--- src/hdl/fe_cfg_pkg.sv ---
`default_nettype none

package fe_cfg_pkg;

    // datapath width, pc and instruction word
    localparam int xlen = 32;

    // instruction queue sizing
    localparam int fifo_depth = 4;
    localparam int fifo_ptr_w = 2;

    // RV32 direct jump opcode
    localparam logic [6:0] opc_jal = 7'b1101111;

    // sequential fetch increment
    localparam logic [xlen-1:0] pc_step = 32'd4;

    // boot address
    localparam logic [xlen-1:0] reset_pc = 32'h0000_0000;

endpackage

`default_nettype wire

--- src/hdl/fe_types_pkg.sv ---
`default_nettype none

package fe_types_pkg;

    import fe_cfg_pkg::*;

    // one fetched word and the address it came from
    typedef struct packed {
        logic [xlen-1:0] pc;
        logic [xlen-1:0] inst;
    } fetch_pkt_t;

    // a single flush request with its redirect target
    typedef struct packed {
        logic            valid;
        logic [xlen-1:0] target;
    } flush_req_t;

    // back-end requesters, highest priority first
    // reg_st is the register read stage
    typedef struct packed {
        flush_req_t wb;
        flush_req_t ex2;
        flush_req_t ex1;
        flush_req_t priv;
        flush_req_t reg_st;
    } be_flush_t;

    typedef struct packed {
        logic ex2_wb;
        logic ex1_ex2;
        logic reg_ex1;
        logic id_reg;
        logic tlb;
        logic dcache;
    } be_flush_vec_t;

    typedef struct packed {
        logic if0;
        logic if0_if1;
        logic if1_fifo;
        logic fifo;
        logic fifo_id;
        logic icache;
        logic btb;
    } fe_flush_vec_t;

    // instruction handed to the back end
    typedef struct packed {
        logic            valid;
        logic [xlen-1:0] pc;
        logic [xlen-1:0] inst;
        logic            is_jump;
    } issue_t;

endpackage

`default_nettype wire

--- src/hdl/decode_stage.sv ---
`timescale 1ns/1ps
`default_nettype none

module decode_stage
    import fe_cfg_pkg::*;
    import fe_types_pkg::*;
(
    input  logic        clk,
    input  logic        arst_n,
    input  logic        empty,
    input  fetch_pkt_t  head,
    output logic        pop,
    input  logic        flush,
    input  logic        issue_ready,
    output issue_t      issue,
    output flush_req_t  id_flush
);

    logic            stg_valid;
    logic [xlen-1:0] stg_pc;
    logic [xlen-1:0] stg_inst;
    logic            stg_jump;
    logic [xlen-1:0] jal_imm;

    // take a new word when the register is free or drains this cycle
    assign pop = ~empty & ~flush & (~stg_valid | issue_ready);

    always_ff @(posedge clk or negedge arst_n) begin
        if (!arst_n) begin
            stg_valid <= 1'b0;
        end else if (flush) begin
            stg_valid <= 1'b0;
        end else if (pop) begin
            stg_valid <= 1'b1;
        end else if (issue_ready) begin
            stg_valid <= 1'b0;
        end
    end

    always_ff @(posedge clk) begin
        if (pop) begin
            stg_pc   <= head.pc;
            stg_inst <= head.inst;
            stg_jump <= (head.inst[6:0] == opc_jal);
        end
    end

    assign issue.valid   = stg_valid;
    assign issue.pc      = stg_pc;
    assign issue.inst    = stg_inst;
    assign issue.is_jump = stg_jump;

    // J-type immediate, sign extended
    assign jal_imm = {{(xlen - 21){stg_inst[31]}}, stg_inst[31], stg_inst[19:12],
                      stg_inst[20], stg_inst[30:21], 1'b0};

    // redirect only once the jump actually leaves the stage
    assign id_flush.valid  = stg_valid & stg_jump & issue_ready;
    assign id_flush.target = stg_pc + jal_imm;

    // back end sees a steady instruction while it stalls
    assert property (@(posedge clk) disable iff (!arst_n)
        issue.valid && !issue_ready && !flush |=> $stable(issue))
        else $error("issue changed while stalled");

endmodule

`default_nettype wire

--- src/hdl/fe_top.sv ---
`timescale 1ns/1ps
`default_nettype none

module fe_top
    import fe_cfg_pkg::*;
    import fe_types_pkg::*;
(
    input  logic             clk,
    input  logic             arst_n,
    output logic [xlen-1:0]  imem_addr,
    input  logic [xlen-1:0]  imem_rdata,
    input  be_flush_t        be_flush,
    input  logic             issue_ready,
    output issue_t           issue,
    output be_flush_vec_t    be_flush_vec,
    output fe_flush_vec_t    fe_flush_vec
);

    logic            push;
    fetch_pkt_t      push_pkt;
    logic            pop;
    fetch_pkt_t      head;
    logic            full;
    logic            empty;
    flush_req_t      id_flush;
    logic [xlen-1:0] redirect_pc;

    flush_unit u_flush (
        .be_flush     (be_flush),
        .id_flush     (id_flush),
        .be_flush_vec (be_flush_vec),
        .fe_flush_vec (fe_flush_vec),
        .redirect_pc  (redirect_pc)
    );

    fetch_seq u_fetch (
        .clk         (clk),
        .arst_n      (arst_n),
        .imem_addr   (imem_addr),
        .imem_rdata  (imem_rdata),
        .full        (full),
        .redirect    (fe_flush_vec.if0),
        .redirect_pc (redirect_pc),
        .push        (push),
        .push_pkt    (push_pkt)
    );

    inst_fifo #(
        .payload_t (fetch_pkt_t)
    ) u_fifo (
        .clk       (clk),
        .arst_n    (arst_n),
        .flush     (fe_flush_vec.fifo),
        .push      (push),
        .push_data (push_pkt),
        .pop       (pop),
        .head      (head),
        .full      (full),
        .empty     (empty)
    );

    decode_stage u_decode (
        .clk         (clk),
        .arst_n      (arst_n),
        .empty       (empty),
        .head        (head),
        .pop         (pop),
        .flush       (fe_flush_vec.fifo_id),
        .issue_ready (issue_ready),
        .issue       (issue),
        .id_flush    (id_flush)
    );

endmodule

`default_nettype wire

--- src/hdl/fetch_seq.sv ---
`timescale 1ns/1ps
`default_nettype none

module fetch_seq
    import fe_cfg_pkg::*;
    import fe_types_pkg::*;
(
    input  logic             clk,
    input  logic             arst_n,
    output logic [xlen-1:0]  imem_addr,
    input  logic [xlen-1:0]  imem_rdata,
    input  logic             full,
    input  logic             redirect,
    input  logic [xlen-1:0]  redirect_pc,
    output logic             push,
    output fetch_pkt_t       push_pkt
);

    logic [xlen-1:0] pc;
    logic            fetch_on;

    // fetch starts on the first edge after reset release
    always_ff @(posedge clk or negedge arst_n) begin
        if (!arst_n) begin
            fetch_on <= 1'b0;
        end else begin
            fetch_on <= 1'b1;
        end
    end

    assign imem_addr = pc;

    // memory answers in the same cycle, so the word pairs with pc directly
    assign push          = fetch_on & ~full & ~redirect;
    assign push_pkt.pc   = pc;
    assign push_pkt.inst = imem_rdata;

    always_ff @(posedge clk or negedge arst_n) begin
        if (!arst_n) begin
            pc <= reset_pc;
        end else if (redirect) begin
            pc <= redirect_pc;
        end else if (push) begin
            pc <= pc + pc_step;
        end
    end

    // queue full must hold fetch
    assert property (@(posedge clk) disable iff (!arst_n) !(push && full))
        else $error("push while instruction queue full");

endmodule

`default_nettype wire

--- src/hdl/flush_unit.sv ---
`timescale 1ns/1ps
`default_nettype none

module flush_unit
    import fe_cfg_pkg::*;
    import fe_types_pkg::*;
(
    input  be_flush_t        be_flush,
    input  flush_req_t       id_flush,
    output be_flush_vec_t    be_flush_vec,
    output fe_flush_vec_t    fe_flush_vec,
    output logic [xlen-1:0]  redirect_pc
);

    logic wb_v;
    logic ex2_v;
    logic ex1_v;
    logic priv_v;
    logic reg_v;
    logic id_v;
    logic any_v;

    assign wb_v   = be_flush.wb.valid;
    assign ex2_v  = be_flush.ex2.valid;
    assign ex1_v  = be_flush.ex1.valid;
    assign priv_v = be_flush.priv.valid;
    assign reg_v  = be_flush.reg_st.valid;
    assign id_v   = id_flush.valid;
    assign any_v  = wb_v | ex2_v | ex1_v | priv_v | reg_v | id_v;

    // each boundary is cleared by every stage behind it
    always_comb begin
        be_flush_vec.ex2_wb  = wb_v;
        be_flush_vec.ex1_ex2 = wb_v | ex2_v;
        be_flush_vec.reg_ex1 = wb_v | ex2_v | ex1_v | priv_v;
        be_flush_vec.id_reg  = be_flush_vec.reg_ex1 | reg_v;
        be_flush_vec.tlb     = wb_v | ex2_v | priv_v;
        be_flush_vec.dcache  = be_flush_vec.reg_ex1;

        fe_flush_vec.fifo_id  = be_flush_vec.id_reg | id_v;
        fe_flush_vec.fifo     = be_flush_vec.id_reg | id_v;
        // only the late redirects reach the if1 boundary
        fe_flush_vec.if1_fifo = wb_v | priv_v | ex1_v;
        fe_flush_vec.if0_if1  = any_v;
        fe_flush_vec.if0      = fe_flush_vec.if0_if1;
        fe_flush_vec.icache   = fe_flush_vec.if0_if1;
        fe_flush_vec.btb      = fe_flush_vec.if0_if1;
    end

    // oldest requester wins the redirect
    always_comb begin
        if (wb_v) begin
            redirect_pc = be_flush.wb.target;
        end else if (ex2_v) begin
            redirect_pc = be_flush.ex2.target;
        end else if (ex1_v) begin
            redirect_pc = be_flush.ex1.target;
        end else if (priv_v) begin
            redirect_pc = be_flush.priv.target;
        end else if (reg_v) begin
            redirect_pc = be_flush.reg_st.target;
        end else begin
            redirect_pc = id_flush.target;
        end
    end

    // a request from anywhere must restart fetch
    always_comb begin
        assert (!any_v || fe_flush_vec.if0)
            else $error("flush request without if0 redirect");
    end

endmodule

`default_nettype wire

--- src/hdl/inst_fifo.sv ---
`timescale 1ns/1ps
`default_nettype none

module inst_fifo
    import fe_cfg_pkg::*;
#(
    parameter type payload_t = logic
)(
    input  logic     clk,
    input  logic     arst_n,
    input  logic     flush,
    input  logic     push,
    input  payload_t push_data,
    input  logic     pop,
    output payload_t head,
    output logic     full,
    output logic     empty
);

    localparam logic [fifo_ptr_w:0] depth_c = (fifo_ptr_w + 1)'(fifo_depth);

    payload_t                mem [fifo_depth];
    logic [fifo_ptr_w-1:0]   wr_ptr;
    logic [fifo_ptr_w-1:0]   rd_ptr;
    logic [fifo_ptr_w:0]     count;
    logic                    do_push;
    logic                    do_pop;

    assign full  = (count == depth_c);
    assign empty = (count == '0);
    assign head  = mem[rd_ptr];

    // flush wins over both ends
    assign do_push = push & ~flush;
    assign do_pop  = pop & ~flush;

    always_ff @(posedge clk) begin
        if (do_push) begin
            mem[wr_ptr] <= push_data;
        end
    end

    // depth is a power of two, pointers wrap on their own
    always_ff @(posedge clk or negedge arst_n) begin
        if (!arst_n) begin
            wr_ptr <= '0;
            rd_ptr <= '0;
            count  <= '0;
        end else if (flush) begin
            wr_ptr <= '0;
            rd_ptr <= '0;
            count  <= '0;
        end else begin
            if (do_push) begin
                wr_ptr <= wr_ptr + 1'b1;
            end
            if (do_pop) begin
                rd_ptr <= rd_ptr + 1'b1;
            end
            case ({do_push, do_pop})
                2'b10:   count <= count + 1'b1;
                2'b01:   count <= count - 1'b1;
                default: count <= count;
            endcase
        end
    end

    assert property (@(posedge clk) disable iff (!arst_n) pop |-> !empty)
        else $error("pop from empty queue");

    assert property (@(posedge clk) disable iff (!arst_n) push |-> !full)
        else $error("push into full queue");

endmodule

`default_nettype wire

--- config.mk ---
export PLATFORM = sky130hd
export DESIGN_NAME = fe_top
export DESIGN_NICKNAME = d
export VERILOG_FILES = /design/src/hdl/fe_cfg_pkg.sv /design/src/hdl/fe_types_pkg.sv /design/src/hdl/decode_stage.sv /design/src/hdl/fe_top.sv /design/src/hdl/fetch_seq.sv /design/src/hdl/flush_unit.sv /design/src/hdl/inst_fifo.sv
export SDC_FILE = /design/constraint.sdc
export NUM_CORES = 1
export LEC_CHECK = 0
export BUFFER_PORTS_ARGS = -buffer_cell sky130_fd_sc_hd__buf_2
export CAP_MARGIN = 15
export CORE_UTILIZATION = 50
export CTS_CLUSTER_DIAMETER = 60
export DETAILED_ROUTE_END_ITERATION = 8
export HOLD_SLACK_MARGIN = 0.15
export PLACE_DENSITY = 0.85
export RECOVER_POWER = 50
export SYNTH_ARGS = -nofsm -noshare
export SYNTH_HDL_FRONTEND = slang
export SYNTH_SLANG_ARGS = --single-unit
export TNS_END_PERCENT = 30
--- constraint.sdc ---
create_clock -name clk -period 5.1 [get_ports clk]
set_input_delay 1.53 -clock clk [delete_from_list [all_inputs] [get_ports clk]]
set_output_delay 1.53 -clock clk [all_outputs]
set_load 0.02 [all_outputs]
==> impl_metrics.json <==
{
  "ys_seq_elements": 362,
  "dr_wl_met3_um": 5812,
  "port_buffers": 310,
  "path_max_fanout": 7,
  "clkLatencyLatePin_ps": 530,
  "die_h_um": 183.7,
  "netSwitchingPower_uw": 1470,
  "fp.coreArea_um2": 32540,
  "swShare_pct": 23.05,
  "hold_path_class": "flip-flop to flip-flop",
  "synth.distinct_cells": 80,
  "worst_pin_slew_ps": 2701,
  "numCtsBuffers": 37,
  "cts_setup_buffers": 0,
  "m1WireLength_um": 19630,
  "grt_pass1_wl_um": 74220,
  "clock.fmax_mhz": 222.5,
  "wire_per_inst_um": 27.31,
  "ir_drop_mv": 0.2787,
  "r2r-start": "u_fifo.rd_ptr[0]$_DFFE_PN0P_",
  "setup_tns_ps": 0,
  "hold_viol_final": 0,
  "setup_viol": 0,
  "via_count": 11912,
  "gr-total-overflow": 0,
  "seq_area_frac_synth_pct": 64.62,
  "ctsResizeCount": 0,
  "grt_start_max_net_pins": 66,
  "status": "finished with violations",
  "synth_area_leader_cell": "edfxtp_1",
  "rsz0062_at_grt": "false",
  "synth_edf_count": 321,
  "power_density_nw_per_um2": 324.9,
  "die_w_um": 183.7,
  "cts_root_buf": "clkbuf_16",
  "drc": 0,
  "ys_warn_count": 0,
  "finalCritPeriodShare_pct": 88.13,
  "startpoint_type": "primary input",
  "slew_headroom_pct": -80.07,
  "syn_avg_cell_area_um2": 14.79,
  "yosysTopAreaCellShare_pct": 58.40,
  "cp.arrival_ps": 2960,
  "top_layer": "met4",
  "finalWeightedCongestion": 0.9615,
  "hold_buffers": 0,
  "tritoncts": "yes",
  "hp-start": "u_fetch.imem_addr[1]$_DFFE_PN0P_",
  "fin_crit_ps": 4495,
  "cap_violations": 2,
  "async_flop_share_pct": 11.33,
  "cp-startpoint": "be_flush[98]",
  "failed_checks": "capacitance limit, slew limit",
  "synthFlopType": "edfxtp_1",
  "final_core_util_pct": 60.33,
  "layout.nets": 1659,
  "place.detailed.hpwl_um": 36300,
  "p_comb_share_pct": 6.3,
  "clkTransAtPathRegs_ps": 60,
  "vias_per_cell": 6.296,
  "ys_top_cells_by_area": "edfxtp_1 (58%), mux4_2 (8.7%), dfrtp_1 (6.2%), ha_1 (2.7%), a21oi_1 (1.8%)",
  "drt_pre_antenna_iters": 6,
  "first_global_vias": 11638,
  "yosysMostFrequentCell": "edfxtp_1",
  "grt_usage_pct": 30.51,
  "syn_inst": 1116,
  "netlist_area_um2": 16500,
  "p_leak_uw": 0.006902,
  "initial_utilization_pct": 50.73,
  "rows": 66,
  "clockBufferDepth": 3,
  "antenna_found_initial": 1,
  "drt_iter0_drc": 1194,
  "num_io_pins": 311,
  "critPathCaptureType": "output pin",
  "wl_um": 51660,
  "clkSinkCount": 362,
  "dieArea_um2": 33740,
  "synth.net_count": 1354,
  "synthTopCellsByCount": "edfxtp_1 (321), nand2_1 (73), nor2_1 (68), mux4_2 (64), a21oi_1 (61)",
  "ant_nets": 0,
  "drive_above_1_share_pct": 26.85,
  "p_seq_share_pct": 52.8,
  "wl_met2_um": 23820,
  "pwr-share-clk_pct": 41.0,
  "required_ps": 3570,
  "maxSlewViolCount": 70,
  "area_growth_pct": 18.92,
  "fin_skew_ps": 14.70,
  "htreeDepth": 2,
  "internal-power_uw": 4906,
  "criticalPathCategory": "primary input to output pin"
}
[metrics by stage]
step                      hold slack [ps]  cell area (um^2)  std cells  worst slack [ps]  power [uW]
after floorplan                     531.7             16500       1116             94.59        3562
after global placement              534.8             18570       1824             681.5        3807
after detailed placement            564.2             18570       1824             614.0        3813
after CTS                           576.7             19750       1891             626.6        6392
after global routing                600.8             19630       1892             522.3        6533
final                               575.1             19630       1892             605.3        6376
[layout make-up]
class,count,area [um^2]
antenna,1,2.502
clock buffer,48,987.2
clock inverter,19,192.7
fill,2459,12910
inverter,20,75.07
multi-input combinational,670,5500
sequential,362,10670
tap,442,553.0
timing repair buffer,330,1648
[placed cells by master, fill, tap and decap left out, types with 6 or more instances in the layout]
master	instances
a22oi_1	13
nor3_1	8
o211ai_1	12
and3_1	12
inv_1	17
clkbuf_1	98
a21oi_1	61
nand2b_1	7
nand4_1	14
nand2_1	73
o21ai_0	55
o21a_1	6
xnor2_1	30
nand3_1	19
xor2_1	25
buf_4	13
a21o_1	9
edfxtp_1	321
and2_1	6
a211oi_1	9
nor2_1	68
a221oi_1	13
ha_1	36
a31oi_1	8
mux4_2	64
clkbuf_16	37
buf_2	222
mux2i_1	9
dfrtp_1	40
o22ai_1	17
clkinv_1	8
[worst max-delay path: stages]
cell and delay (ps):
buf_2 120, nor3_4 360, nand2_1 280, a31oi_4 220, clkinv_1 210, buf_2 230
[registers in the layout, summed over array words and instances, names as in the netlist]
register and flops:
u_decode.stg_inst 32, u_decode.stg_jump 1, u_decode.stg_pc 32, u_decode.stg_valid 1
u_fetch.fetch_on 1, u_fetch.imem_addr 32, u_fifo.count 3, u_fifo.mem 256
u_fifo.rd_ptr 2, u_fifo.wr_ptr 2
[worst paths after layout]
path | end | slack [ps] | depth (start not counted)
setup / recovery | fe_flush_vec[5] | 610 | 6
hold / removal | u_fifo.mem[3][33]$_DFFE_PP_ | 580 | 0
setup reg to reg | u_decode.stg_pc[6]$_DFFE_PP_ | 1000 | 2
hold reg to reg | u_fifo.mem[3][33]$_DFFE_PP_ | 580 | 0
max in group asynchronous | u_fifo.rd_ptr[1]$_DFFE_PN0P_ | 1610 | 2
min in group asynchronous | u_fetch.imem_addr[8]$_DFFE_PN0P_ | 1220 | 1
[logic make-up after synthesis]
family                   share of synthesized area (%)
XOR/XNOR                                         2.919
buffers and inverters                            2.282
AND/OR/NAND/NOR                                  7.103
adder cells (fa/ha/maj)                          2.972
AO/OA/AOI/OAI                                    10.73
multiplexers                                     9.347
flip-flops                                       64.62
other                                          0.02272
[power groups by stage]
| stage | Combinational [uW] | Sequential (uW) | Clock (uW) |
|---|---|---|---|
| floorplan | 153 | 3410 | 0 |
| global placement | 389 | 3420 | 0 |
| detailed placement | 393 | 3420 | 0 |
| CTS | 396 | 3360 | 2640 |
| global route | 424 | 3370 | 2740 |
| finish | 399 | 3360 | 2610 |
[layer usage]
metal	GRT usage, %	up-vias
met5	0	-
met4	14.33	0
met3	7.686	130
met2	48.15	840
met1	39.78	5923
li1	-	5019
No activity file was read; power rests on OpenSTA's default activity.
